**src/logic/transform_pkg.sv**
```systemverilog
package transform_pkg;

    // --------------------
    // scalar types
    // --------------------

    typedef logic signed [15:0] coord_t;     // integer coordinate in any space
    typedef logic signed [15:0] mat_elem_t;  // rotation element, Q2.14
    typedef logic signed [15:0] depth_t;     // camera depth

    // --------------------
    // geometry
    // --------------------

    typedef struct packed {
        coord_t x;
        coord_t y;
        coord_t z;
    } vec3_t;

    typedef struct packed {
        vec3_t v0;
        vec3_t v1;
        vec3_t v2;
    } triangle_t;

    typedef struct packed {
        mat_elem_t r11;
        mat_elem_t r12;
        mat_elem_t r13;
        mat_elem_t r21;
        mat_elem_t r22;
        mat_elem_t r23;
        mat_elem_t r31;
        mat_elem_t r32;
        mat_elem_t r33;
    } rot_matrix_t;

    // one combined model-to-camera transform travels with every triangle
    typedef struct packed {
        triangle_t   triangle;
        rot_matrix_t rot;
        vec3_t       pos;
    } transform_setup_t;

    // --------------------
    // pipeline constants
    // --------------------

    localparam int screen_width  = 320;
    localparam int screen_height = 240;
    localparam int focal_shift   = 8;      // focal length of 256
    localparam int near_plane    = 1;
    localparam int far_plane     = 10000;
    localparam int frac_bits     = 14;
    localparam int div_width     = 24;     // coordinate plus focal shift

    // clamps a wide intermediate into the coordinate range
    function automatic coord_t sat_coord(input logic signed [39:0] value);
        if (value > 32767) begin
            return 16'sh7fff;
        end
        if (value < -32768) begin
            return 16'sh8000;
        end
        return coord_t'(value[15:0]);
    endfunction

endpackage

```
**src/logic/frustum_culler.sv**
```systemverilog
`timescale 1ns/100ps

module frustum_culler (
    input  logic                     clk,
    input  logic                     rst,
    input  transform_pkg::triangle_t triangle,
    input  logic                     in_valid,
    output logic                     in_ready,
    output transform_pkg::triangle_t out_triangle,
    output logic                     out_valid,
    input  logic                     out_ready,
    output logic                     busy
);

    logic       accept;
    logic       depth_bad;
    logic [3:0] outside;    // one bit for each screen edge that all three vertices are past
    logic       keep;

    // bits from the top are bottom, top, right, left
    function automatic logic [3:0] outcode(input transform_pkg::vec3_t v);
        return {v.y >= transform_pkg::screen_height, v.y < 0,
                v.x >= transform_pkg::screen_width,  v.x < 0};
    endfunction

    function automatic logic depth_out(input transform_pkg::vec3_t v);
        return v.z < transform_pkg::near_plane || v.z > transform_pkg::far_plane;
    endfunction

    assign depth_bad = depth_out(triangle.v0) || depth_out(triangle.v1) ||
                       depth_out(triangle.v2);
    assign outside   = outcode(triangle.v0) & outcode(triangle.v1) & outcode(triangle.v2);
    assign keep      = !depth_bad && outside == 4'b0000;

    assign in_ready = !out_valid || out_ready;
    assign accept   = in_valid && in_ready;

    always_ff @(posedge clk) begin
        if (rst) begin
            out_valid <= 1'b0;
        end else if (accept) begin
            out_valid <= keep;    // a culled triangle is consumed and vanishes here
        end else if (out_ready) begin
            out_valid <= 1'b0;
        end
    end

    always_ff @(posedge clk) begin
        if (accept && keep) begin
            out_triangle <= triangle;
        end
    end

    assign busy = out_valid;

    a_depth_cull: assert property (@(posedge clk) disable iff (rst)
        out_valid |-> !(depth_out(out_triangle.v0) || depth_out(out_triangle.v1) ||
                        depth_out(out_triangle.v2)));

endmodule

```
**config.mk**
```make
export PLATFORM = sky130hd
export DESIGN_NAME = frustum_culler
export DESIGN_NICKNAME = d
export VERILOG_FILES = /design/src/logic/transform_pkg.sv /design/src/logic/frustum_culler.sv
export SDC_FILE = /design/constraint.sdc
export NUM_CORES = 1
export LEC_CHECK = 0
export ABC_AREA = 1
export BUFFER_PORTS_ARGS = -buffer_cell sky130_fd_sc_hd__buf_2
export CORE_AREA = 2 2 116 118
export DETAILED_ROUTE_END_ITERATION = 6
export DIE_AREA = 0 0 118 120
export PLACE_DENSITY = 0.8
export SLEW_MARGIN = 0
export SYNTH_ARGS = -nofsm -noshare
export SYNTH_HDL_FRONTEND = slang
export SYNTH_SLANG_ARGS = --single-unit
```
**constraint.sdc**
```tcl
create_clock -name clk -period 9 [get_ports clk]
set_input_delay 1.35 -clock clk [delete_from_list [all_inputs] [get_ports clk]]
set_output_delay 1.35 -clock clk [all_outputs]
set_load 0.02 [all_outputs]
```
==> Yosys cells after proc, flatten, opt, wreduce, memory -nomap -nowiden <==
Cells that the tools add are included.
W data, S select, Z words.
{ "totals": {"regBits": 145, "latchBits": 0, "mem_bits_rw": 0, "rom_bits": 0, "in_bits": 148, "output_inout_bits": 147, "memories": 0} }
{ "classes": {"add_sub_neg": 0, "mul": 0, "div_mod_pow": 0, "n_lt_le_gt_ge": 18, "n_eq_ne": 0, "n_shift": 0, "n_mux": 2, "bitwise_logic": 2, "reduce_logical": 13} }
{ "ops": {"columns": ["op", "n"], "rows": [
  ["$lt A16 B1 Y1 const B", 6],
  ["$ge A16 B10 Y1 const B", 3],
  ["$ge A16 B9 Y1 const B", 3],
  ["$gt A16 B15 Y1 const B", 3],
  ["$lt A16 B2 Y1 const B", 3],
  ["$and A4 B4 Y4", 2],
  ["$logic_or A1 B1 Y1", 6],
  ["$logic_not A4 Y1", 1],
  ["$logic_and A1 B1 Y1", 3],
  ["$logic_not A1 Y1", 2],
  ["$mux W1", 2],
  ["$reduce_bool A2 Y1", 1]
]} }

==> Depth between registers and ports, before layout <==
Gate-level depths: netlist (run 1).
{ "depth": {"ltp_word": 7, "mapped_depth": 11, "depth_no_buf": 11} }

==> Least setup slack after synthesis (run 1) <==
Ideal clock, no wire load.
{ "synth_path": {"path_kind": "input port to flip-flop", "startpoint": "input port out_ready", "endpoint": "register out_triangle[0] (netlist name) (enable)", "setup_ps": 497, "arrival_ps": 4805, "required_ps": 8503, "slack_ps": 3698, "path_stages": 10, "path_buffers": 0, "path_cell_list": "inv_1 > nand2_2 > nand3_1 > nor2_1 > nand2_1 > nor2_2 > nand2_1 > nor2_2 > nand2_2 > inv_1"} }
{ "synth_between": {"elab_chain_len": 3} }
{ "synth_lines": {"columns": ["item", "line", "rtl"], "rows": [
  ["start, declared", "frustum_culler.sv:11", "input logic out_ready,"],
  ["$logic_or A1 B1 Y1", "frustum_culler.sv:35", "assign in_ready = !out_valid || out_ready;"],
  ["net in_ready", "frustum_culler.sv:8", "output logic in_ready,"],
  ["$logic_and A1 B1 Y1", "frustum_culler.sv:36", "assign accept = in_valid && in_ready;"],
  ["$logic_and A1 B1 Y1", "frustum_culler.sv:49", "if (accept && keep) begin"],
  ["end signal, assigned", "frustum_culler.sv:50", "out_triangle <= triangle;"],
  ["end, declared", "frustum_culler.sv:9", "output transform_pkg::triangle_t out_triangle,"]
]} }
The timed path passes the listed nets, and every way through them passes these cells.
A chain may end at the register's enable or synchronous reset.

==> Worst setup path in the final report (run 1) <==
{ "layout_path": {"startpoint": "input port triangle[54] (netlist name)", "endpoint": "register out_triangle[135] (netlist name) (enable)"} }
{ "layout_between": {"elab_chain_len": 7, "elab_cells_between_ends": 8, "cone_classes": "order compare: 2; reduce/logical: 6"} }
{ "layout_lines": {"columns": ["item", "line", "rtl"], "rows": [
  ["start, declared", "frustum_culler.sv:6", "input transform_pkg::triangle_t triangle,"],
  ["$lt A16 B2 Y1 or $gt A16 B15 Y1 (tied branches)", "frustum_culler.sv:27", "return v.z < transform_pkg::near_plane || v.z > transform_pkg::far_plane;"],
  ["$logic_or A1 B1 Y1 *", "frustum_culler.sv:27", null],
  ["$logic_or A1 B1 Y1 * (2 in a row)", "frustum_culler.sv:30", "assign depth_bad = depth_out(triangle.v0) || depth_out(triangle.v1) ||"],
  ["$logic_not A1 Y1 *", "frustum_culler.sv:33", "assign keep = !depth_bad && outside == 4'b0000;"],
  ["$logic_and A1 B1 Y1 *", "frustum_culler.sv:33", null],
  ["$logic_and A1 B1 Y1 *", "frustum_culler.sv:49", null]
]} }
Mark *: on every way between the ends. The rest lies on a longest branch, timed or not.

==> flow_summary.ini, run 1 <==
[route]
drcViolationCount = 0
detail_route.iter0.violations = 184
ant_nets = 0
vias = 3614
firstDrtPassIters = 5
wl_per_cell_um = 16.1
wl_um = 13000
drt-vias-per-instance = 4.47

[logic_synthesis]
ys_seq_area_share_pct = 86.0
synthDistinctLibCells = 20
synthesis.area_sq_um = 5050
avgSynthCellArea_sq_um = 16.4
yosys_warnings = 0
syn_inst = 307
synth-seq-cells = 145
syn-num-nets = 455

[clocking]
cts.sinks = 145
cts-root-buf = clkbuf_16
cts_max_path_buffers = 2
cts_setup_buffers = 0
htree_levels = 4
clk_latency_ns = 0.42
path_clk_slew_ns = 0.06
cts_resized = 0
numCtsBuffers = 17
cts_tree = done
cts_hold_buf = 0

[power_and_ir_drop]
cellLeakagePower_nw = 3.14
powerDensity_nw_per_um2 = 198
vdd_drop_max_uv = 132

[finish]
fill_cells = 1106
num_antenna_cells = 0
drive_above_1_share_pct = 53.4
final_cell_mix = buf_2 (294), edfxtp_1 (144), nand2_1 (45), nor2_1 (41), inv_1 (31)
final_common_cell = buf_2
nets = 768
register_area_sq_um = 4340
multi_input_area_sq_um = 578
area_growth_pct = 44.4

[worst_hold_path]
hold_path_class = reg2reg

[timing]
setup_viol = 0
tightest_slew_ns = 0.760
fmax_mhz = 279
slew_viol_final = 0
holdWs_ns = 0.612
skew_ns = 0.0161
hold_viol = 0
period_share_pct = 39.9
min_period_ns = 3.59
rsz0062_at_grt = no
setup_tns_ns = 0
timing.slew.headroom_pct = 49.3

[worst_setup_path]
start_kind = input port
critPathCaptureType = flop
critical_path.max_fanout = 87
crit_type = in2reg
cp.required_ns = 9.04
critPathArrivalTime_ns = 3.62
reg2reg_slack_ns = 6.21

[floorplan]
die-area_sq_um = 14200
die_y_um = 120
ios = 295
start_util_pct = 38.9
core_sq_um = 13000
dieWidth_um = 118
rows = 42

[grt]
overflow = 0
grt_antenna_before_repair = 0
grt_pass1_vias = 3692
gr-usage-all-layers_pct = 18.2
grt_pass1_wl_um = 19200
grt_max_degree = 88

[outcome]
status = complete, no violations

[flow_run]
drv_cap = 0

[place]
dp_hpwl_um = 10200
port_buffers = 294
gp_congestion = 0.817
report_power, final:
group	internal (W)	leakage, nW	switching, W
clock	0.000376	0.262	0.000266
sequential	0.000743	1.30	0.000000120
combinational	0.0000295	1.58	0.0000302
stage by stage:
step	instances	area (sq um)	util (%)	total power (W)	setup WS [ns]
2_1_floorplan	307	5050	-	0.000771	3.70
3_3_place_gp	777	6750	52.0	0.000814	5.03
3_5_place_dp	777	6750	52.0	0.000817	4.93
4_1_cts	809	7290	56.2	0.00146	5.37
5_1_grt	809	7290	56.2	0.00149	5.15
6_report	809	7290	56.2	0.00144	5.41
state kept, by name, indices dropped and copies added (netlist names):
name and flops:
busy 1, out_triangle 144
final timing paths:
path,start,to,cells past startpoint
max,triangle[54],out_triangle[135],11
min,busy,busy,2
max reg2reg,busy,out_triangle[135],10
min reg2reg,busy,busy,2
cell type report:
cell class / count / area share (%)
flip-flops and latches: 145 / 59.6
clock inverters: 15 / 1.65
well taps: 176 / 3.02
repair buffers: 295 / 20.3
inverters: 32 / 1.72
clock buffers: 17 / 5.83
multi-input cells: 129 / 7.93
cell usage after synthesis:
cell type | instances | area, sq um
o21ai_0 | 3 | 15.0
a21oi_2 | 1 | 8.76
and2_1 | 1 | 6.26
buf_4 | 1 | 7.51
nand2_1 | 45 | 169
o21a_1 | 1 | 7.51
o21ai_2 | 3 | 26.3
o21ai_1 | 1 | 5.00
nor2_1 | 41 | 154
or2_1 | 2 | 12.5
nand2_2 | 2 | 12.5
nand3_1 | 13 | 65.1
dfxtp_1 | 1 | 20.0
inv_1 | 32 | 120
o21bai_1 | 1 | 7.51
and2_0 | 1 | 6.26
nor2_2 | 5 | 31.3
nor3_1 | 4 | 20.0
edfxtp_1 | 144 | 4320
nand4_1 | 5 | 31.3
worst max-delay path: stages:
cell,delay (ns)
buf_2,0.11
nor2_2,0.13
nand3_1,0.10
nand2_1,0.07
nand2_1,0.06
o21ai_1,0.08
o21ai_0,0.12
nor2_2,0.14
nand2_2,0.11
inv_6,0.55
buf_4,0.70
logic make-up (layout without fill, tap and decap cells):
logic type / count (synthesis) / count (layout) / synth area share, %
buffers and inverters: 33 / 359 / 2.53
and+or+nand+nor: 119 / 119 / 10.1
AOI/OAI and AO/OA: 10 / 10 / 1.39
DFF: 145 / 145 / 86.0
layer usage:
layer / track usage, % / share of wire [%] / vias up
met3: 5.99 / 7.3 / 14
li1: - / - / 1716
met1: 21.2 / 39 / 1702
met5: 0 / 0 / -
met2: 31.2 / 52 / 182
met4: 7.30 / 1.5 / 0
Note: power is estimated with default switching activity, not from simulation.
==> inputs of run 2 (changes only) <==
--- a/config.mk
+++ b/config.mk
@@ -7,10 +7,10 @@
 export LEC_CHECK = 0
 export ABC_AREA = 1
 export BUFFER_PORTS_ARGS = -buffer_cell sky130_fd_sc_hd__buf_2
-export CORE_AREA = 2 2 116 118
+export CORE_AREA = 2 2 115 117
 export DETAILED_ROUTE_END_ITERATION = 6
-export DIE_AREA = 0 0 118 120
-export PLACE_DENSITY = 0.8
+export DIE_AREA = 0 0 117 119
+export PLACE_DENSITY = 0.81
 export SLEW_MARGIN = 0
 export SYNTH_ARGS = -nofsm -noshare
 export SYNTH_HDL_FRONTEND = slang
==> constraint.sdc (replaced) <==
create_clock -name clk -period 3.45 [get_ports clk]
set_input_delay 0.5175 -clock clk [delete_from_list [all_inputs] [get_ports clk]]
set_output_delay 0.5175 -clock clk [all_outputs]
set_load 0.02 [all_outputs]
==> run 2 against run 1 <==
Net effect:
- largest power group unchanged
- register-to-register slack got worse by 4.8 ns
- critical path depth fell by 1
- cell count grew 0.37%
- first-iteration DRC count is 30% higher
- critical path type is now reg2reg
- combinational power grew to 2.6 times the previous value
- core utilization increased by 1.2 points
- routed wire length increased by 2.4%
- largest cell class unchanged
- sequential share of layout area fell by 0.80 points
- power grew to 2.7 times the previous value
- die area shrank 1.7%
- worst hold slack got worse by 0.35 ns
==> flow_summary.ini, run 2 (synthesis results as in run 1) <==
[finish]
largest-register = out_triangle
register_area_sq_um = 4340
final_common_cell = buf_2
fill_cells = 1039
stdcell_area_sq_um = 7390
area_growth_pct = 46.4
largest_reg_flops = 144
final_cell_mix = buf_2 (294), edfxtp_1 (144), nand2_1 (45), nor2_1 (41), inv_1 (31)
drive_above_1_share_pct = 53.3
multi_input_area_sq_um = 578
nets = 769

[worst_hold_path]
hold_path_class = in2reg

[timing]
hold_viol = 0
setup_tns_ns = 0
fmax_mhz = 495
holdWs_ns = 0.264
slew_viol_final = 0
period_share_pct = 58.6
timing.slew.headroom_pct = 73.9
min_period_ns = 2.02
rsz0062_at_grt = no
setup_viol = 0
skew_ns = 0.0102
tightest_slew_ns = 0.391

[clocking]
clk_latency_ns = 0.42
cts_tree = done
numCtsBuffers = 17
cts_resized = 0
path_clk_slew_ns = 0.06
htree_levels = 4
cts-root-buf = clkbuf_16
cts_hold_buf = 0
cts_max_path_buffers = 2
cts.sinks = 145
cts_setup_buffers = 0

[power_and_ir_drop]
total_power_w = 0.00396
powerDensity_nw_per_um2 = 535
cellLeakagePower_nw = 3.17
vdd_drop_max_uv = 304

[floorplan]
die-area_sq_um = 13900
ios = 295
start_util_pct = 39.2
rows = 42
core_sq_um = 12900
die_y_um = 119
dieWidth_um = 117

[route]
drt-vias-per-instance = 4.45
vias = 3615
wl_um = 13300
firstDrtPassIters = 4
drcViolationCount = 0
detail_route.iter0.violations = 239
wl_per_cell_um = 16.4
ant_nets = 0

[worst_setup_path]
critPathArrivalTime_ns = 2.10
critical_path.max_fanout = 73
start_kind = flop
critPathCaptureType = flop
cp.required_ns = 3.52
crit_type = reg2reg

[grt]
grt_antenna_before_repair = 2
grt_max_degree = 74
grt_pass1_wl_um = 19100
grt_pass1_vias = 3621
gr-usage-all-layers_pct = 19.0
overflow = 0

[place]
placedInstanceArea_sq_um = 6780
port_buffers = 294
dp_hpwl_um = 10500
gp_congestion = 0.849

[flow_run]
drv_cap = 0

[outcome]
status = complete, no violations
run 2: layer usage:
| metal | wire [um] | global-route usage [%] | share of wire (%) | vias to the layer above |
|---|---|---|---|---|
| met5 | 0 | 0 | 0 | - |
| met4 | 283 | 7.06 | 2.1 | 0 |
| met3 | 1100 | 7.94 | 8.3 | 25 |
| met2 | 6930 | 32.4 | 52 | 202 |
| met1 | 4980 | 20.8 | 37 | 1659 |
| li1 | - | - | - | 1729 |
run 2: worst max-delay path: stages (launching register included):
cell,delay [ns]
dfxtp_1,0.39
nand2_2,0.18
nand3_1,0.09
nor2_1,0.15
nand2_1,0.08
nor2_2,0.07
nand2_1,0.06
nor2_2,0.09
nand2_2,0.08
clkinvlp_4,0.11
buf_12,0.35
run 2: power breakdown:
part	leakage (nW)	switching, W	internal (W)
Clock	0.290	0.000721	0.00114
Combinational	1.58	0.0000787	0.0000770
Sequential	1.30	0.000000334	0.00194
Total	3.17	0.000800	0.00316
run 2: path summary, 6_finish.rpt:
path | from | endpoint | slack (ns) | depth (start not counted)
hold reg to reg | busy | busy | 0.67 | 2
hold / removal | rst | busy | 0.26 | 2
setup reg to reg | busy | out_triangle[74] | 1.43 | 10
setup / recovery | busy | out_triangle[74] | 1.43 | 10
run 2: layout make-up:
cell class | count | share of cell area (%)
antenna | 2 | 0.0677
clock buffer | 17 | 5.76
clock inverter | 15 | 2.47
inverter | 32 | 1.68
multi-input combinational | 129 | 7.82
sequential | 145 | 58.8
tap | 176 | 2.98
timing repair buffer | 296 | 20.5
run 2: metrics by stage:
step | utilization [%] | instances | setup slack (ns)
finish | 57.4 | 812 | 1.43
global route | 57.4 | 811 | 1.27
CTS | 57.4 | 810 | 1.39
detailed placement | 52.6 | 778 | 1.09
global placement | 52.6 | 778 | 1.11
floorplan | - | 307 | -0.224
==> inputs of run 3 (changes only) <==
--- a/config.mk
+++ b/config.mk
@@ -5,12 +5,12 @@
 export SDC_FILE = /design/constraint.sdc
 export NUM_CORES = 1
 export LEC_CHECK = 0
-export ABC_AREA = 1
+export ABC_AREA = 0
 export BUFFER_PORTS_ARGS = -buffer_cell sky130_fd_sc_hd__buf_2
-export CORE_AREA = 2 2 115 117
+export CORE_AREA = 2 2 116 118
 export DETAILED_ROUTE_END_ITERATION = 6
-export DIE_AREA = 0 0 117 119
-export PLACE_DENSITY = 0.81
+export DIE_AREA = 0 0 118 120
+export PLACE_DENSITY = 0.78
 export SLEW_MARGIN = 0
 export SYNTH_ARGS = -nofsm -noshare
 export SYNTH_HDL_FRONTEND = slang
==> constraint.sdc (replaced) <==
create_clock -name clk -period 2.1 [get_ports clk]
set_input_delay 0.315 -clock clk [delete_from_list [all_inputs] [get_ports clk]]
set_output_delay 0.315 -clock clk [all_outputs]
set_load 0.02 [all_outputs]
==> run 3 against run 2 <==
Net effect:
- clock power rose by 58%
- setup slack got worse by 1.3 ns
- register-to-register slack got worse by 1.3 ns
- critical endpoint is now out_triangle[109]
- largest power group unchanged
==> flow_summary.ini, run 3 <==
[floorplan]
start_util_pct = 37.1
die-area_sq_um = 14200
rows = 42
die_y_um = 120
dieWidth_um = 118
core_sq_um = 13000
ios = 295

[clocking]
cts_max_path_buffers = 2
clk_latency_ns = 0.42
path_clk_slew_ns = 0.06
cts_hold_buf = 0
cts-root-buf = clkbuf_16
cts_tree = done
cts.sinks = 145
numCtsBuffers = 17
htree_levels = 4

[route]
wl_per_cell_um = 16.6
drcViolationCount = 0
detail_route.iter0.violations = 224
drt-vias-per-instance = 4.60
wl_um = 13100
ant_nets = 0
vias = 3621
firstDrtPassIters = 5

[logic_synthesis]
synthDistinctLibCells = 24
avgSynthCellArea_sq_um = 21.8
yosys-top-cells-area = edfxtp_1 (90%), nor4_1 (1.7%), nand4_1 (1.3%), nand3_1 (1.0%), nor3_1 (0.93%)
ys_seq_area_share_pct = 90.1
yosys.area.top_type = edfxtp_1
synth-seq-cells = 145
synth_top_area_share_pct = 89.7
syn_inst = 221
ys_async_sr_fraction_pct = 0
synthFlopType = edfxtp_1
syn-num-nets = 369
synthTopCellsByCount = edfxtp_1 (144), nor4_1 (13), nand3_1 (10), nand4_1 (10), nor3_1 (9)
synth.most_common_cell = edfxtp_1
synthesis.area_sq_um = 4820
yosys_warnings = 0
synth-edff-count = 144

[flow_run]
drv_cap = 0

[worst_setup_path]
crit_buf_inv = 5
cp_slowest_cell = o41ai_2
r2r_start = busy
start_kind = input port
crit_chain = buf_2, o41ai_2, a2111oi_1, buf_4, nor2_1, nand3_2, nor4b_4, buf_4, buf_12, buf_4
crit_start = triangle[3]
crit_type = in2reg
critPathArrivalTime_ns = 2.10
crit_top_cell = buf_4
critPathMaxStageDelay_ns = 0.35
critPathCaptureType = flop
cpLargestDelayFamily = buffers and inverters
cp.required_ns = 2.22
critical_path.max_fanout = 11

[grt]
gr-usage-all-layers_pct = 18.3
grt_max_degree = 36
grt_pass1_wl_um = 19200
overflow = 0
grt_antenna_before_repair = 1
grt_pass1_vias = 3675
grt_use_met2_pct = 32.8
globalRouteMet3Util_pct = 7.32
use_met1_pct = 19.3
top_usage_layer = met2

[power_and_ir_drop]
cellLeakagePower_nw = 3.18
vdd_drop_max_uv = 471
powerDensity_nw_per_um2 = 839

[worst_hold_path]
hold_start = triangle[115]
hold_path_class = in2reg

[place]
port_buffers = 294
dp_hpwl_um = 10400
dp_worst_setup_slack_ns = -0.948
gp_congestion = 0.857
placedInstanceArea_sq_um = 7030

[finish]
stdcell_area_sq_um = 7670
largest_reg_flops = 144
area_growth_pct = 59.1
final_common_cell = buf_2
final_cell_mix = buf_2 (294), edfxtp_1 (144), buf_4 (63), clkbuf_16 (17), nor4_1 (13)
nets = 747
largest-register = out_triangle
drive_above_1_share_pct = 65.5

[timing]
fmax_mhz = 506
setup_viol = 0
setup_ws_ns = 0.124
rsz0062_at_grt = no
period_share_pct = 94.1
slew_viol_final = 0
skew_ns = 0.00438
hold_viol = 0
holdWs_ns = 0.0717
tightest_slew_ns = 0.715
timing.slew.headroom_pct = 51.1
min_period_ns = 1.98

[outcome]
status = complete, no violations
==> run 3: cell types whose count changed after synthesis, moves of 3 or more <==
cell | before | now
inv_1 | 32 | 0
nand2_1 | 45 | 1
nand3_1 | 13 | 10
nand4_1 | 5 | 10
nor2_1 | 41 | 7
nor2_2 | 5 | 0
nor3_1 | 4 | 9
nor4_1 | 0 | 13
o21ai_0 | 3 | 7
o21ai_2 | 3 | 0
==> run 3: worst register-to-register path, delay by kind of cell (launching register included) <==
family / cells / cell delay [ns]
flops: 1 / 0.34
buf+inv: 3 / 0.48
simple gates: 5 / 0.84
==> run 3: stage by stage <==
step | utilization (%) | std cells | power, W | TNS, ns
2_1_floorplan | - | 221 | 0.00328 | -587.49
3_3_place_gp | 54.2 | 753 | 0.00354 | -133.56
3_5_place_dp | 54.2 | 753 | 0.00355 | -132.84
4_1_cts | 58.8 | 786 | 0.00648 | 0
5_1_grt | 59.1 | 787 | 0.00662 | 0
6_report | 59.1 | 788 | 0.00644 | 0
==> run 3: routing by layer <==
layer / vias to the layer above / part of all wire [%]
met5: - / 0
met1: 1702 / 36
met3: 25 / 8.5
li1: 1695 / -
met2: 199 / 54
met4: 0 / 2.0
==> run 3: path summary, 6_finish.rpt <==
kind,end,slack (ns),cells after the start
worst max register to register,out_triangle[109],0.14,8
worst min-delay path,out_triangle[115],0.07,1
worst max-delay path,out_triangle[109],0.12,10
worst min register to register,busy,0.69,4
==> run 3: cells by family after synthesis <==
kind of cell / after synthesis / share of synthesized area (%)
flip-flops: 145 / 90.1
AND/OR/NAND/NOR: 60 / 7.47
buffers and inverters: 1 / 0.156
AO/OA/AOI/OAI: 15 / 2.26
==> run 3: repair_timing <==
| action | CTS | global route |
|---|---|---|
| endpoints found under the setup margin | 144 | 69 |
| pin swaps | 1 | 1 |
| resized for setup | 0 | 6 |
| setup buffers | 2 | 1 |
==> run 3: final cells by class <==
type | instances | area [sq um]
well taps | 176 | 220
repair buffers | 360 | 2000
clock buffers | 19 | 433
diodes | 1 | 2.50
fillers | 1022 | 5310
flip-flops and latches | 145 | 4340
clock inverters | 12 | 141
multi-input cells | 75 | 527
==> run 3: power by group <==
part	internal [W]	total [W]	switching (W)
Combinational	0.000178	0.000311	0.000133
Sequential	0.00318	0.00318	0.000000492
Clock	0.00184	0.00294	0.00110
