### config.mk
export PLATFORM = sky130hd
export DESIGN_NAME = triangle_projector
export DESIGN_NICKNAME = d
export VERILOG_FILES = /design/src/logic/transform_pkg.sv /design/src/logic/coord_divider.sv /design/src/logic/triangle_projector.sv
export SDC_FILE = /design/constraint.sdc
export NUM_CORES = 1
export LEC_CHECK = 0
export ABC_AREA = 1
export BUFFER_PORTS_ARGS = -buffer_cell sky130_fd_sc_hd__buf_2
export CORE_MARGIN = 8
export CORE_UTILIZATION = 55
export DETAILED_ROUTE_END_ITERATION = 8
export PLACE_DENSITY = 0.83
export SLEW_MARGIN = 25
export SYNTH_ARGS = -nofsm -noshare
export SYNTH_HDL_FRONTEND = slang
export SYNTH_HIERARCHICAL = 1
export SYNTH_SLANG_ARGS = --single-unit
### constraint.sdc
create_clock -name clk -period 8.6 [get_ports clk]
set_input_delay 0.43 -clock clk [delete_from_list [all_inputs] [get_ports clk]]
set_output_delay 0.43 -clock clk [all_outputs]
set_load 0.03 [all_outputs]
### src/logic/transform_pkg.sv
package transform_pkg;

    // --------------------
    // scalar types
    // --------------------

    typedef logic signed [15:0] coord_t;     // integer coordinate in any space
    typedef logic signed [15:0] mat_elem_t;  // rotation element, Q2.14
    typedef logic signed [15:0] depth_t;     // camera depth

    // --------------------
    // geometry
    // --------------------

    typedef struct packed {
        coord_t x;
        coord_t y;
        coord_t z;
    } vec3_t;

    typedef struct packed {
        vec3_t v0;
        vec3_t v1;
        vec3_t v2;
    } triangle_t;

    typedef struct packed {
        mat_elem_t r11;
        mat_elem_t r12;
        mat_elem_t r13;
        mat_elem_t r21;
        mat_elem_t r22;
        mat_elem_t r23;
        mat_elem_t r31;
        mat_elem_t r32;
        mat_elem_t r33;
    } rot_matrix_t;

    // one combined model-to-camera transform travels with every triangle
    typedef struct packed {
        triangle_t   triangle;
        rot_matrix_t rot;
        vec3_t       pos;
    } transform_setup_t;

    // --------------------
    // pipeline constants
    // --------------------

    localparam int screen_width  = 320;
    localparam int screen_height = 240;
    localparam int focal_shift   = 8;      // focal length of 256
    localparam int near_plane    = 1;
    localparam int far_plane     = 10000;
    localparam int frac_bits     = 14;
    localparam int div_width     = 24;     // coordinate plus focal shift

    // clamps a wide intermediate into the coordinate range
    function automatic coord_t sat_coord(input logic signed [39:0] value);
        if (value > 32767) begin
            return 16'sh7fff;
        end
        if (value < -32768) begin
            return 16'sh8000;
        end
        return coord_t'(value[15:0]);
    endfunction

endpackage

### src/logic/coord_divider.sv
`timescale 1ns/100ps

module coord_divider (
    input  logic                                       clk,
    input  logic                                       rst,
    input  logic                                       start,
    input  logic signed [transform_pkg::div_width-1:0] dividend,
    input  transform_pkg::depth_t                      divisor,
    output logic                                       done,
    output transform_pkg::coord_t                      quotient
);

    logic                                       running;
    logic [$clog2(transform_pkg::div_width)-1:0] bit_cnt;

    logic                                 negative;
    logic [15:0]                          dvs;
    logic [15:0]                          rem;
    logic [transform_pkg::div_width-1:0]  quo;     // dividend bits shift out as quotient bits come in
    logic [16:0]                          rem_shift;
    logic [17:0]                          trial;
    logic signed [39:0]                   quo_wide;

    // --------------------
    // control
    // --------------------

    always_ff @(posedge clk) begin
        if (rst) begin
            running <= 1'b0;
            done    <= 1'b0;
            bit_cnt <= '0;
        end else begin
            done <= 1'b0;
            if (start) begin
                running <= 1'b1;
                bit_cnt <= '0;
            end else if (running) begin
                bit_cnt <= bit_cnt + 1'b1;
                if (int'(bit_cnt) == transform_pkg::div_width - 1) begin
                    running <= 1'b0;
                    done    <= 1'b1;     // quotient valid in this cycle only
                end
            end
        end
    end

    // --------------------
    // restoring datapath
    // --------------------

    // bring down the next dividend bit and try to take the divisor out
    assign rem_shift = {rem, quo[transform_pkg::div_width-1]};
    assign trial     = {1'b0, rem_shift} - {2'b00, dvs};

    always_ff @(posedge clk) begin
        if (start) begin
            negative <= dividend[transform_pkg::div_width-1];
            quo      <= dividend[transform_pkg::div_width-1] ? -dividend : dividend;
            rem      <= '0;
            dvs      <= divisor;
        end else if (running) begin
            if (!trial[17]) begin
                rem <= trial[15:0];
                quo <= {quo[transform_pkg::div_width-2:0], 1'b1};
            end else begin
                rem <= rem_shift[15:0];      // restore because the divisor did not fit
                quo <= {quo[transform_pkg::div_width-2:0], 1'b0};
            end
        end
    end

    // magnitude division then sign gives truncation toward zero
    assign quo_wide = {16'd0, quo};
    assign quotient = transform_pkg::sat_coord(negative ? -quo_wide : quo_wide);

    a_no_overlap: assert property (@(posedge clk) disable iff (rst)
        start |-> !running);

endmodule

### src/logic/triangle_projector.sv
`timescale 1ns/100ps

module triangle_projector (
    input  logic                     clk,
    input  logic                     rst,
    input  transform_pkg::triangle_t triangle,
    input  logic                     in_valid,
    output logic                     in_ready,
    output transform_pkg::triangle_t out_triangle,
    output logic                     out_valid,
    input  logic                     out_ready,
    output logic                     busy
);

    typedef enum logic [1:0] {
        st_idle,
        st_issue,
        st_wait,
        st_hold
    } state_t;

    state_t                                     state;
    logic [2:0]                                 elem_idx;    // v0.x, v0.y, v1.x ... v2.y
    transform_pkg::triangle_t                   tri_q;
    transform_pkg::triangle_t                   src;
    transform_pkg::coord_t                      sel_coord;
    transform_pkg::coord_t                      sel_z;
    logic signed [transform_pkg::div_width-1:0] dividend;
    transform_pkg::depth_t                      divisor;
    logic                                       div_start;
    logic                                       div_done;
    transform_pkg::coord_t                      quotient;
    logic signed [39:0]                         centre;
    transform_pkg::coord_t                      screen_val;

    // the first division starts in the acceptance cycle, straight from the input
    assign src = (state == st_idle) ? triangle : tri_q;

    always_comb begin
        case (elem_idx)
            3'd0:    sel_coord = src.v0.x;
            3'd1:    sel_coord = src.v0.y;
            3'd2:    sel_coord = src.v1.x;
            3'd3:    sel_coord = src.v1.y;
            3'd4:    sel_coord = src.v2.x;
            default: sel_coord = src.v2.y;
        endcase
        case (elem_idx[2:1])
            2'd0:    sel_z = src.v0.z;
            2'd1:    sel_z = src.v1.z;
            default: sel_z = src.v2.z;
        endcase
    end

    assign dividend  = sel_coord <<< transform_pkg::focal_shift;
    assign divisor   = (sel_z < transform_pkg::near_plane) ?
                       transform_pkg::depth_t'(transform_pkg::near_plane) : sel_z;
    assign div_start = (state == st_idle && in_valid) || state == st_issue;

    coord_divider u_divider (
        .clk      (clk),
        .rst      (rst),
        .start    (div_start),
        .dividend (dividend),
        .divisor  (divisor),
        .done     (div_done),
        .quotient (quotient)
    );

    assign centre     = elem_idx[0] ? transform_pkg::screen_height / 2 :
                                      transform_pkg::screen_width / 2;
    assign screen_val = transform_pkg::sat_coord(quotient + centre);

    always_ff @(posedge clk) begin
        if (rst) begin
            state    <= st_idle;
            elem_idx <= 3'd0;
        end else begin
            case (state)
                st_idle:  if (in_valid) state <= st_wait;
                st_issue: state <= st_wait;
                st_wait: begin
                    if (div_done && elem_idx == 3'd5) begin
                        state    <= st_hold;
                        elem_idx <= 3'd0;
                    end else if (div_done) begin
                        state    <= st_issue;
                        elem_idx <= elem_idx + 3'd1;
                    end
                end
                default:  if (out_ready) state <= st_idle;
            endcase
        end
    end

    always_ff @(posedge clk) begin
        if (in_valid && in_ready) begin
            tri_q           <= triangle;
            out_triangle.v0.z <= triangle.v0.z;    // depth passes through untouched
            out_triangle.v1.z <= triangle.v1.z;
            out_triangle.v2.z <= triangle.v2.z;
        end
        if (state == st_wait && div_done) begin
            case (elem_idx)
                3'd0:    out_triangle.v0.x <= screen_val;
                3'd1:    out_triangle.v0.y <= screen_val;
                3'd2:    out_triangle.v1.x <= screen_val;
                3'd3:    out_triangle.v1.y <= screen_val;
                3'd4:    out_triangle.v2.x <= screen_val;
                default: out_triangle.v2.y <= screen_val;
            endcase
        end
    end

    assign in_ready  = (state == st_idle);
    assign out_valid = (state == st_hold);
    assign busy      = (state != st_idle);

endmodule

==> Word-level counts from Yosys, hierarchy flattened <==
Cells that the tools add are included.
{ "op_classes": {"n_bitwise": 2, "n_addsub": 6, "muxes": 35, "reduce_logical": 22, "eq_ne": 12, "n_shift": 0, "mul": 0, "n_lt_le_gt_ge": 5, "div": 0} }
{ "op_table": {"columns": ["op", "n"], "rows": [
  ["two-way mux 144 bit", 1],
  ["two-way mux 16 bit", 9],
  ["one-hot mux 16 bit (5 select lines)", 1],
  ["two-way mux 24 bit", 3],
  ["greater-than comparator 40 x 16 -> 1 bit (second input constant)", 1],
  ["less-than comparator 40 x 16 -> 1 bit (second input constant)", 1],
  ["two-way mux 40 bit", 1],
  ["negation 24 -> 40 bit", 1],
  ["one-hot mux 16 bit (2 select lines)", 1],
  ["negation 24 bit", 1],
  ["subtractor 17 x 16 -> 18 bit", 1],
  ["adder 16 x 9 -> 17 bit", 1],
  ["greater-than comparator 17 x 16 -> 1 bit (second input constant)", 1],
  ["less-than comparator 17 x 16 -> 1 bit (second input constant)", 1],
  ["less-than comparator 16 x 2 -> 1 bit (second input constant)", 1],
  ["AND reduction 2 bit", 7],
  ["two-way mux 1 bit", 11],
  ["two-way mux 2 bit", 4],
  ["two-way mux 8 bit", 1],
  ["== test 3 x 2 -> 1 bit (second input constant)", 2],
  ["== test 3 bit (second input constant)", 2],
  ["two-way mux 3 bit", 2],
  ["one-hot mux 2 bit (3 select lines)", 1],
  ["nonzero test 2 bit", 3],
  ["18 further kinds", 24]
]} }
{ "totals": {"ram_bits": 0, "inputBits": 148, "ff_bits": 309, "latchBits": 0, "output_inout_bits": 147, "romBits": 0, "mem_count": 0} }

==> Depth between registers and ports, before layout <==
Gate-level depths: netlist of the first run.
{ "logic_depth": {"word_depth": 13, "depth_mapped": 27, "depth_no_buf": 26} }

==> By module <==
The synthesis of the first run kept the hierarchy.
{ "modules_own_cells": {"columns": ["mod", "area_each_um2", "cells_per_inst", "seq_area_each_um2", "instances"], "rows": [
  ["triangle_projector", 11178.2, 1068, 7307.0, 1],
  ["coord_divider", 4779.6, 683, 1691.6, 1]
]} }

==> Worst setup path after synthesis of the first run <==
OpenSTA, ideal clock, no wires.
{ "synth_timing": {"path_type": "flip-flop to flip-flop", "start": "reg state[0]", "end": "reg tri_q[0] in the netlist's numbering (enable)", "stages_incl_launch_ff": 7, "setup_slack_ns": 4.002, "setup_ns": 0.497, "synth_period_minus_slack_ns": 4.598, "required_ns": 8.103, "t_arrival_ns": 4.101, "path_cell_list": "dfxtp_1 inv_1 ha_1 buf_2 buf_2 nand2_1 inv_1"} }
{ "synth_between": {"elab_chain_len": 2} }
{ "synth_lines": {"columns": ["element", "line_no", "text"], "rows": [
  ["from (decl)", "triangle_projector.sv:22", "state_t state;"],
  ["from (signal assigned)", "triangle_projector.sv:76", "state <= st_idle;"],
  ["from (signal assigned)", "triangle_projector.sv:80", "st_idle: if (in_valid) state <= st_wait;"],
  ["from (signal assigned)", "triangle_projector.sv:81", "st_issue: state <= st_wait;"],
  ["logical NOT 2 bit", "triangle_projector.sv:115", "assign in_ready = (state == st_idle);"],
  ["net in_ready", "triangle_projector.sv:8", "output logic in_ready,"],
  ["logical AND 1 bit", "triangle_projector.sv:97", "if (in_valid && in_ready) begin"],
  ["to (signal assigned)", "triangle_projector.sv:98", "tri_q <= triangle;"],
  ["to (decl)", "triangle_projector.sv:24", "transform_pkg::triangle_t tri_q;"]
]} }
The timed path passes the listed nets, and every way through them passes these cells.
A chain may end at the register's enable or synchronous reset.

==> Worst setup path after layout of the first run <==
{ "layout_timing": {"start": "reg u_divider.negative", "end": "reg out_triangle[46] in the netlist's numbering, data pin"} }
{ "layout_between": {"elab_chain_len": 12, "elab_cells_between_ends": 18, "classes_between": "add/sub: 1; order compare: 4; mux: 13"} }
{ "layout_lines": {"columns": ["element", "line_no", "text"], "rows": [
  ["from (decl)", "coord_divider.sv:16", "logic negative;"],
  ["from (signal assigned)", "coord_divider.sv:58", "negative <= dividend[transform_pkg::div_width-1];"],
  ["two-way mux 40 bit *", "coord_divider.sv:75", "assign quotient = transform_pkg::sat_coord(negative ? -quo_wide : quo_wide);"],
  ["less-than comparator 40 x 16 -> 1 bit", "transform_pkg.sv:63", "if (value < -32768) begin"],
  ["two-way mux 1 bit (2 in a row)", "transform_pkg.sv:63", null],
  ["two-way mux 16 bit", "transform_pkg.sv:66", "return coord_t'(value[15:0]);"],
  ["two-way mux 16 bit *", "transform_pkg.sv:63", null],
  ["net quotient[3]", "triangle_projector.sv:32", "transform_pkg::coord_t quotient;"],
  ["adder 16 x 9 -> 17 bit *", "triangle_projector.sv:72", "assign screen_val = transform_pkg::sat_coord(quotient + centre);"],
  ["less-than comparator 17 x 16 -> 1 bit", "transform_pkg.sv:63", null],
  ["two-way mux 1 bit (2 in a row)", "transform_pkg.sv:63", null],
  ["two-way mux 16 bit", "transform_pkg.sv:66", null],
  ["two-way mux 16 bit *", "transform_pkg.sv:63", null],
  ["net screen_val[14]", "triangle_projector.sv:34", "transform_pkg::coord_t screen_val;"],
  ["to (decl)", "triangle_projector.sv:9", "output transform_pkg::triangle_t out_triangle,"]
]} }
Mark *: on every way through the listed nets, which the timed path passes. The rest lies on a longest branch. The select of a mux whose other input is x is not followed.

==> results of run 1 <==
==> cells by family (layout without fill, tap and decap cells) <==
| kind of cell | count (synthesis) | count (layout) | share of synthesized area |
|---|---|---|---|
| and+or+nand+nor | 823 | 823 | 0.211 |
| adders and majority gates | 36 | 36 | 0.0292 |
| xor gates and xnor gates | 48 | 48 | 0.0263 |
| AOI/OAI and AO/OA | 258 | 258 | 0.0893 |
| DFF | 309 | 309 | 0.564 |
| other | 1 | 19 | 0.000235 |
| buffers and inverters | 276 | 530 | 0.0802 |
==> critical path, cell delays in order (launching register included) <==
cell      delay, ns
edfxtp_1       0.97
o21ai_0        0.26
nand2_1        0.13
nand2_1        0.05
nand2_1        0.07
nand2_1        0.05
nor2_1         0.10
nand3_1        0.09
nand2_2        0.20
nand2_1        0.08
nand2_1        0.07
ha_1           0.16
inv_1          0.05
fa_1           0.40
nand2_1        0.08
nand2_1        0.05
nand2_1        0.13
nand3_1        0.11
nand3_1        0.10
nand2_1        0.05
nand2_1        0.42
nand2_1        0.33
==> worst max path at each step <==
stage / depth (start not counted) / start / slack, ns / end
2_1_floorplan: 6 / state[0] / 4.00 / tri_q[0]
3_3_place_gp: 13 / elem_idx[2] / 4.45 / u_divider/quo[16]
3_5_place_dp: 21 / u_divider/negative / 4.40 / out_triangle[141]
4_1_cts: 21 / u_divider/negative / 4.26 / out_triangle[46]
5_1_grt: 21 / u_divider/negative / 3.80 / out_triangle[46]
6_report: 21 / u_divider/negative / 4.27 / out_triangle[46]
==> layout make-up <==
class,instances,area (sq um)
repair buffers,307,1570
diodes,1,2.50
multi-input cells,1183,5760
clock inverters,11,165
inverters,166,628
fillers,2312,10200
well taps,384,480
clock buffers,46,842
flip-flops and latches,309,9000
==> metrics by stage <==
stage / hold slack (ns) / total power [mW]
floorplan: 0.444 / 2.78
CTS: 0.0305 / 4.38
global route: 0.0348 / 4.58
finish: 0.0471 / 4.37
global placement: 0.456 / 3.00
detailed placement: 0.463 / 3.02
==> report_power, final <==
group	switching, mW	internal [mW]	total (mW)
sequential	0.0930	1.87	1.96
clock	0.560	0.795	1.35
combinational	0.737	0.319	1.06
==> registers in the layout, indices dropped and copies added, names as in the netlist <==
signal / cells
out_triangle: 96
u_divider/quo: 24
u_divider/negative: 1
state: 2
u_divider/bit_cnt: 5
tri_q: 144
u_divider/running: 1
u_divider/done: 1
elem_idx: 3
u_divider/rem: 16
u_divider/dvs: 16
==> metal layers <==
metal,GRT usage,up-vias
met3,0.0561,98
li1,-,6289
met1,0.297,5984
met5,0,-
met4,0.0708,6
met2,0.378,622
==> placed cells by master, fill, tap and decap left out, drive strengths merged, types with 30 or more instances in the layout <==
| cell | instances |
|---|---|
| inv | 165 |
| o211ai | 30 |
| edfxtp | 281 |
| nand2 | 474 |
| o21ai | 155 |
| nor2 | 220 |
| nand3 | 90 |
| buf | 307 |
| clkbuf | 46 |
| a21oi | 35 |
| ha | 34 |
==> impl_results.md, run 1 <==
- Status: complete, no violations
- Maximum VDD drop: 157 uV
- Initial DRC count: 1273
- Hpwl dp: 30.4 mm
- P per Cell Area: 237 nW/um^2
- Final Hold Viols: 0
- Req. time, crit path: 8.82 ns
- Ys flop type: edfxtp_1
- Final worst-path cycle share: 0.503
- Vias in the first global route: 12700
- Port bufs: 294
- HP Class: primary input to register
- Hold Path Depth: 1
- CTS sink count: 309
- Max-cap violation count: 0
- Syn Area/Cell: 9.11 sq um
- Post-cts resize count: 0
- DP Cell Count: 2349
- Worst Tran Pin Value: 1.03 ns
- Cell Area, Synth: 16000 sq um
- Die width: 186 microns
- Drt pass-1 iters: 5
- Post-synth EDFFs: 281
- Final GP Congestion: 0.891
- Yosys warning total: 6
- Clock Skew: 0.0149 ns
- Wl on met1: 17.4 mm
- Cts bufs inserted: 31
- Ys async rst share: 0
- Worst Slack Setup Final: 4.27 ns
- Root buf cell: clkbuf_16
- Pleak: 7.98 nW
- Clk pin slew, worst setup/hold paths: 0.06 ns
- Unrepaired setup endpoints after global routing: no
- Routed wl met3: 3.89 mm
- Worst r2r path cells: 21
- Max Freq: 231 MHz
- Dpl ws: 4.40 ns
- Layout cells sized above 1: 0.189
- Final setup fails: 0
- Final Non-Filler Cells: 2407
- FP Rows: 62
- Core Util, Final: 0.644
- Core Box Area: 28600 sq um
- #FFs+latches synth: 309
- Worst slew margin: 0.311
- FF-to-FF End: out_triangle[46]
- Seq/Total Area, Yosys: 0.564
- CTS Buffer Depth: 3
- Vias: 13000
- DRC Markers: 0
- Final Slew Violations: 0
- Top post-synthesis cells by area: edfxtp_1 (53%), nand2_1 (11%), nor2_1 (5.0%), o21ai_0 (4.7%), inv_1 (3.7%)
- Cell taking the most area after synthesis: edfxtp_1
- CP max FO: 32
- Share of the synthesized area in the top cell type: 0.529
- Io pins: 295
- Die Ht: 186 microns
- Synth-to-layout area growth: 15.6%
- Setup tns final: 0 ns
- Cells after Synth: 1751
- CP endpoint kind: register
- Die area: 34700 sq um
- Worst hold endpoint: tri_q[84]
- Post-CTS Setup Repair Bufs: 0
- Final instance area: 18400 sq um
- Synth unique cells: 43
- Commonest cells in the synthesized netlist: nand2_1 (467), edfxtp_1 (281), nor2_1 (211), inv_1 (158), o21ai_0 (151)
- Critical Path AT: 4.55 ns
- Largest net degree at the start of global routing: 120
- First-pass GRT wire length: 66.2 mm
- Crit path time final: 4.33 ns
- Clock latency on the worst-skew pair: 0.56 ns
- Max layer used: met5
- CTS tree: done
- Worst setup path class: register to register
- Routed len/inst: 17.5 microns
- Post-CTS Hold Buffers: 0
- GRT Overall Usage: 0.230
- Grt total ovfl: 0
- Drt total wl: 42.0 mm
- Reg2reg setup slack: 4.27 ns
- # H-tree levels: 1
- Hold Startpoint: triangle[84]
- Initial core utilization: 0.557
- Startpoint types: register
- Post-DRT Antenna Nets: 0
- R2R Path Start: u_divider/negative
- Nets: 2182
- Met2 WL: 19.5 mm
- Initial antenna violation count: 4
- Count leader, synth: nand2_1
- Routed vias/inst: 5.40
- Area post-placement: 17400 sq um
Power figures use the tool's default switching activity.
==> run 2, diff against run 1 <==
--- a/config.mk
+++ b/config.mk
@@ -5,7 +5,7 @@
 export SDC_FILE = /design/constraint.sdc
 export NUM_CORES = 1
 export LEC_CHECK = 0
-export ABC_AREA = 1
+export ABC_AREA = 0
 export BUFFER_PORTS_ARGS = -buffer_cell sky130_fd_sc_hd__buf_2
 export CORE_MARGIN = 8
 export CORE_UTILIZATION = 55
==> constraint.sdc (replaced) <==
create_clock -name clk -period 4.35 [get_ports clk]
set_input_delay 0.2175 -clock clk [delete_from_list [all_inputs] [get_ports clk]]
set_output_delay 0.2175 -clock clk [all_outputs]
set_load 0.03 [all_outputs]
==> impl_results.md, run 2 <==
- Status: complete, no violations
- Initial core utilization: 0.558
- Setup tns final: 0 ns
- CP Depth: 14
- Io pins: 295
- HP Class: primary input to register
- Core Util, Final: 0.731
- Area post-placement: 17400 sq um
- Main combinational cell family by area after synthesis: multiplexers
- Ys flop type: edfxtp_1
- Max incr delay on CP: 0.57 ns
- Largest net degree at the start of global routing: 146
- Routed vias/inst: 5.87
- FP Rows: 61
- Layout cells sized above 1: 0.306
- Regs by FF count: tri_q (144), out_triangle (96), u_divider/quo (24)
- Mux cell area share after synthesis: 0.105
- Syn Area/Cell: 12.8 sq um
- Initial DRC count: 1202
- Maximum VDD drop: 468 uV
- XOR/XNOR Fraction of Synth Area: 0.0340
- Hpwl dp: 27.7 mm
- Simple-gate portion of the synthesized area: 0.0919
- Most common cell after layout, fill and taps aside: buf_2
- # H-tree levels: 2
- CTS sink count: 309
- Post-DRT Antenna Nets: 0
- CP max FO: 12
- Drt total wl: 46.2 mm
- Cells after Synth: 1211
- Die Ht: 184 microns
- GRT busiest layer: met2
- Count leader, synth: edfxtp_1
- CTS tree: done
- Final Power: 9.59 mW
- Vias in the first global route: 12500
- Met1 usage: 0.308
- Clock Skew: 0.0313 ns
- Worst Slack Setup Final: 0.128 ns
- CTS Buffer Depth: 3
- Final setup fails: 0
- Synth Area in Compound Gates: 0.104
- Share of the synthesized area in the top cell type: 0.546
- Post-synth EDFFs: 281
- P per Cell Area: 474 nW/um^2
- Most frequent cells in the layout: buf_2 (294), edfxtp_1 (281), dlygate4sd3_1 (145)
- Clk pin slew, worst setup/hold paths: 0.06 ns
- Crit path time final: 4.22 ns
- CP endpoint kind: register
- Clock latency on the worst-skew pair: 0.52 ns
- Hold Path Depth: 4
- Final Slew Violations: 0
- Nets: 1868
- Yosys warning total: 6
- Die area: 33700 sq um
- CP bufs+invs: 2
- Final instance area: 20200 sq um
- Ys async rst share: 0
- Worst slew margin: 0.322
- Worst r2r path cells: 14
- Worst setup path class: register to register
- Max Freq: 237 MHz
- Synth-to-layout area growth: 30.9%
- Biggest register: tri_q
- Worst path top cell family by delay: simple AND/OR/NAND/NOR gates
- Worst Tran Pin Value: 1.02 ns
- Final worst-path cycle share: 0.971
- Cell taking the most area after synthesis: edfxtp_1
- Core Box Area: 27700 sq um
- Pleak: 8.37 nW
- Met2 usage: 0.453
- GRT Overall Usage: 0.261
- Synth unique cells: 80
- #FFs+latches synth: 309
- Commonest cells in the synthesized netlist: edfxtp_1 (281), mux2i_1 (101), nand2_1 (86), nor2_1 (85), a21oi_1 (64)
- Die width: 184 microns
- Root buf cell: clkbuf_16
- Grt total ovfl: 0
- Initial antenna violation count: 3
- Req. time, crit path: 4.59 ns
- Top post-synthesis cells by area: edfxtp_1 (55%), mux2i_1 (6.5%), dfxtp_1 (3.6%), ha_1 (2.8%), buf_4 (2.7%)
- Adder-cell share of the synthesized area: 0.0301
- Largest register FFs: 144
- CP max stage cell: or4_4
- Max-cap violation count: 0
- Startpoint types: register
- Met3 Usage GRT: 0.0603
- Final Hold Viols: 0
- Port bufs: 294
- Cts bufs inserted: 34
- Cell Area, Synth: 15500 sq um
- Vias: 12300
- Drt pass-1 iters: 5
- CP Cell Sequence: inv_2 -> ha_4 -> buf_8 -> mux2i_1 -> o221ai_1 -> a211oi_2 -> a21oi_1 -> or4_4 -> or3_4 -> or3_4 -> or4_4 -> o41ai_4 -> xor2_1 -> a21oi_1
- Final GP Congestion: 0.902
- Seq/Total Area, Yosys: 0.582
- Routed len/inst: 22.1 microns
- Critical Path AT: 4.46 ns
- DRC Markers: 0
- Dpl ws: 0.00481 ns
- First-pass GRT wire length: 69.4 mm
[run 2: cell types whose count changed in the layout (fill, tap and decap cells not counted), moves of 57 or more]
cell           previous run  this run
nor2_1                  210        82
dlygate4sd3_1             0       145
o21ai_0                 151        23
inv_1                   157        40
buf_4                    12        69
nand2_1                 467        82
nand3_1                  89        18
mux2i_1                   0       101
[run 2: report_power, final]
group | internal [mW] | total, mW | switching, mW
combinational | 1.18 | 2.85 | 1.67
clock | 1.61 | 2.80 | 1.19
sequential | 3.75 | 3.95 | 0.196
total | 6.54 | 9.59 | 3.05
[run 2: cells by family (layout without fill, tap and decap cells)]
family / count (synthesis) / in the layout
flops: 309 / 309
xor+xnor: 60 / 60
simple gates: 286 / 286
fa+ha+maj: 36 / 36
mux: 138 / 138
buf+inv: 150 / 620
compound gates: 231 / 231
other cells: 1 / 32
[run 2: final timing paths]
check / start / to / slack (ns)
max: state[1] / u_divider/quo[19] / 0.13
max reg2reg: state[1] / u_divider/quo[19] / 0.13
min reg2reg: u_divider/rem[15] / u_divider/rem[15] / 0.49
min: out_ready / state[0] / 0.19
[run 2: per-stage QoR]
stage / hold WS [ns] / std cells
after floorplan: 0.290 / 1238
after global placement: 0.410 / 1865
after detailed placement: 0.411 / 1865
after CTS: 0.192 / 2071
after global routing: 0.248 / 2089
final: 0.195 / 2090
[run 2: layout make-up]
type                       count  area (sq um)
clock buffer                  43           906
antenna                        4          10.0
sequential                   309          9000
inverter                      44           165
fill                        1686          7470
clock inverter                17           161
timing repair buffer         516          3560
tap                          378           473
multi-input combinational    779          5960
[run 2: timing repair]
item                                    in CTS  in global routing
pin swaps                                    1                 16
buffers inserted                             1                 14
resized for setup                            1                 48
endpoints found under the setup margin      16                 94
hold buffers                               145                  0
endpoints found under the hold margin      150                  0
[run 2: metal layers]
layer | routed length (microns) | up-vias
li1 | - | 5446
met1 | 16800 | 5783
met2 | 22600 | 899
met3 | 5030 | 137
met4 | 1810 | 0
met5 | 0 | -
[run 2: worst register-to-register path, delay by kind of cell (launching register included)]
family,cells,cell delay [ns]
compound gates,5,0.79
xor+xnor,1,0.18
fa+ha+maj,1,0.23
buf+inv,2,0.31
flops,1,0.37
mux,1,0.26
simple gates,4,1.81
==> run 3, diff against run 2 <==
--- a/config.mk
+++ b/config.mk
@@ -10,7 +10,8 @@
 export CORE_MARGIN = 8
 export CORE_UTILIZATION = 55
 export DETAILED_ROUTE_END_ITERATION = 8
-export PLACE_DENSITY = 0.83
+export MAX_ROUTING_LAYER = met4
+export PLACE_DENSITY_LB_ADDON = 0.1
 export SLEW_MARGIN = 25
 export SYNTH_ARGS = -nofsm -noshare
 export SYNTH_HDL_FRONTEND = slang
==> impl_results.md, run 3 (synthesized netlist as in run 2, its figures left out) <==
- Maximum VDD drop: 329 uV
- Status: complete, no violations
- FF-to-FF End: out_triangle[80]
- Vias: 11600
- Initial DRC count: 834
- Post-DRT Antenna Nets: 0
- Vias in the first global route: 11600
- Worst slew margin: 0.335
- DRC Markers: 0
- Clk pin slew, worst setup/hold paths: 0.06 ns
- Synth-to-layout area growth: 30.7%
- Flop pwr share: 0.418
- Routed vias/inst: 5.58
- Crit path time final: 4.20 ns
- P_int: 6.47 mW
- Worst setup path class: register to register
- Root buf cell: clkbuf_16
- Die Ht: 184 microns
- Final setup fails: 0
- Crit path from: u_divider/quo[6]
- Final Hold Viols: 0
- CTS Buffer Depth: 3
- Biggest register: tri_q
- Worst Tran Pin Value: 0.996 ns
- CP endpoint: out_triangle[80]
- HP Class: primary input to register
- Clock latency on the worst-skew pair: 0.51 ns
- Clock Skew: 0.0192 ns
- Max-cap violation count: 0
- Pleak: 8.33 nW
- Largest register FFs: 144
- Switching share of power: 0.311
- Core Box Area: 27700 sq um
- Initial antenna violation count: 1
- Req. time, crit path: 4.59 ns
- FP Rows: 61
- Largest net degree at the start of global routing: 146
- Combinational power share: 0.299
- Worst r2r path cells: 15
- Area post-placement: 17400 sq um
- R2R Path Start: u_divider/quo[6]
- Nets: 1858
- CP endpoint kind: register
- Final worst-path cycle share: 0.965
- Grt total ovfl: 0
- Final instance area: 20200 sq um
- Most frequent cells in the layout: buf_2 (295), edfxtp_1 (281), dlygate4sd3_1 (144)
- Layout cells sized above 1: 0.300
- # H-tree levels: 2
- Setup tns final: 0 ns
- P_sw: 2.92 mW
- Port bufs: 294
- Max Freq: 238 MHz
- Final Slew Violations: 0
- Critical Path AT: 4.44 ns
- Most common cell after layout, fill and taps aside: buf_2
- Regs by FF count: tri_q (144), out_triangle (96), u_divider/quo (24)
- Routed len/inst: 20.0 microns
- Startpoint types: register
- CTS tree: done
- Cts bufs inserted: 34
- Die width: 184 microns
- First-pass GRT wire length: 63.3 mm
- Hpwl dp: 27.4 mm
- Die area: 33700 sq um
- Io pins: 295
- Initial core utilization: 0.558
- Reg2reg setup slack: 0.15 ns
- CTS sink count: 309
- Clock Power Share: 0.283
- Final GP Congestion: 0.908
- CP max FO: 6
- Drt total wl: 41.7 mm
- Drt pass-1 iters: 5
- GRT Overall Usage: 0.244
- P per Cell Area: 465 nW/um^2
## run 3: cell types whose count changed in the layout (fill, tap and decap cells not counted), sizes merged
cell,before,now
buf,371,359
clkinv,6,15
clkinvlp,7,0
clkbuf,43,45
diode,4,2
a211o,4,5
bufinv,2,1
dlygate4sd3,145,144
inv,46,45
## run 3: stage by stage
stage	setup WS, ns	util	cells	total power, mW	hold WS (ns)
3_5_place_dp	-0.177	0.627	1862	6.49	0.410
2_1_floorplan	0.0280	-	1238	5.86	0.290
4_1_cts	-0.00672	0.716	2066	9.24	0.00128
6_report	0.153	0.729	2078	9.40	0.0247
3_3_place_gp	-0.0953	0.627	1862	6.45	0.408
5_1_grt	-0.0764	0.729	2077	9.82	0.0151
## run 3: how the worst min path moves through the flow
| stage | from | to | slack [ns] | depth (start not counted) |
|---|---|---|---|---|
| 2_1_floorplan | rst | elem_idx[0] | 0.29 | 1 |
| 3_3_place_gp | triangle[102] | tri_q[102] | 0.41 | 1 |
| 3_5_place_dp | triangle[78] | tri_q[78] | 0.41 | 1 |
| 4_1_cts | rst | u_divider/running | 0.001 | 2 |
| 5_1_grt | rst | u_divider/running | 0.02 | 2 |
| 6_report | rst | u_divider/running | 0.02 | 2 |
## run 3: what timing repair did
action	CTS	global route
gates cloned	0	3
buffers inserted	0	7
gates resized for setup	2	48
hold buffers	144	0
endpoints found under the setup margin	84	93
pin swaps	0	14
endpoints found under the hold margin	144	0
## run 3: area by class of cell
type,instances,area (sq um)
fill,1831,7500
sequential,309,9000
inverter,44,165
antenna,2,5.00
clock buffer,43,906
timing repair buffer,505,3500
tap,378,473
clock inverter,17,109
multi-input combinational,780,6040
## run 3: power groups by stage
stage	Sequential, mW	Clock (mW)	Combinational [mW]
after detailed placement	3.98	0	2.51
after global placement	3.96	0	2.49
final	3.93	2.66	2.81
after CTS	3.92	2.69	2.63
after global routing	3.96	2.81	3.05
after floorplan	3.94	0	1.91
## run 3: critical path, stage by stage (launching register included)
cell and delay (ns):
edfxtp_1 0.43, nor4_4 0.38, nand4b_4 0.16, or2_4 0.30, o31a_1 0.27, or3_1 0.39, o41ai_4 0.47, buf_4 0.18
o21ai_1 0.06, ha_1 0.34, nand2_2 0.11, o21ai_4 0.19, nand2_2 0.10, nor3_4 0.27, clkbuf_16 0.21, o21ai_4 0.08
## run 3: layer usage
layer  GRT usage  vias to the layer above  routed length, microns  share of wire
li1            -                     5426                       -              -
met4      0.0742                        0                    1150          0.028
met1       0.310                     5596                   17400           0.42
met2       0.395                      492                   20100           0.48
met3      0.0429                       84                    2960          0.071
met5           -                        -                       0              0
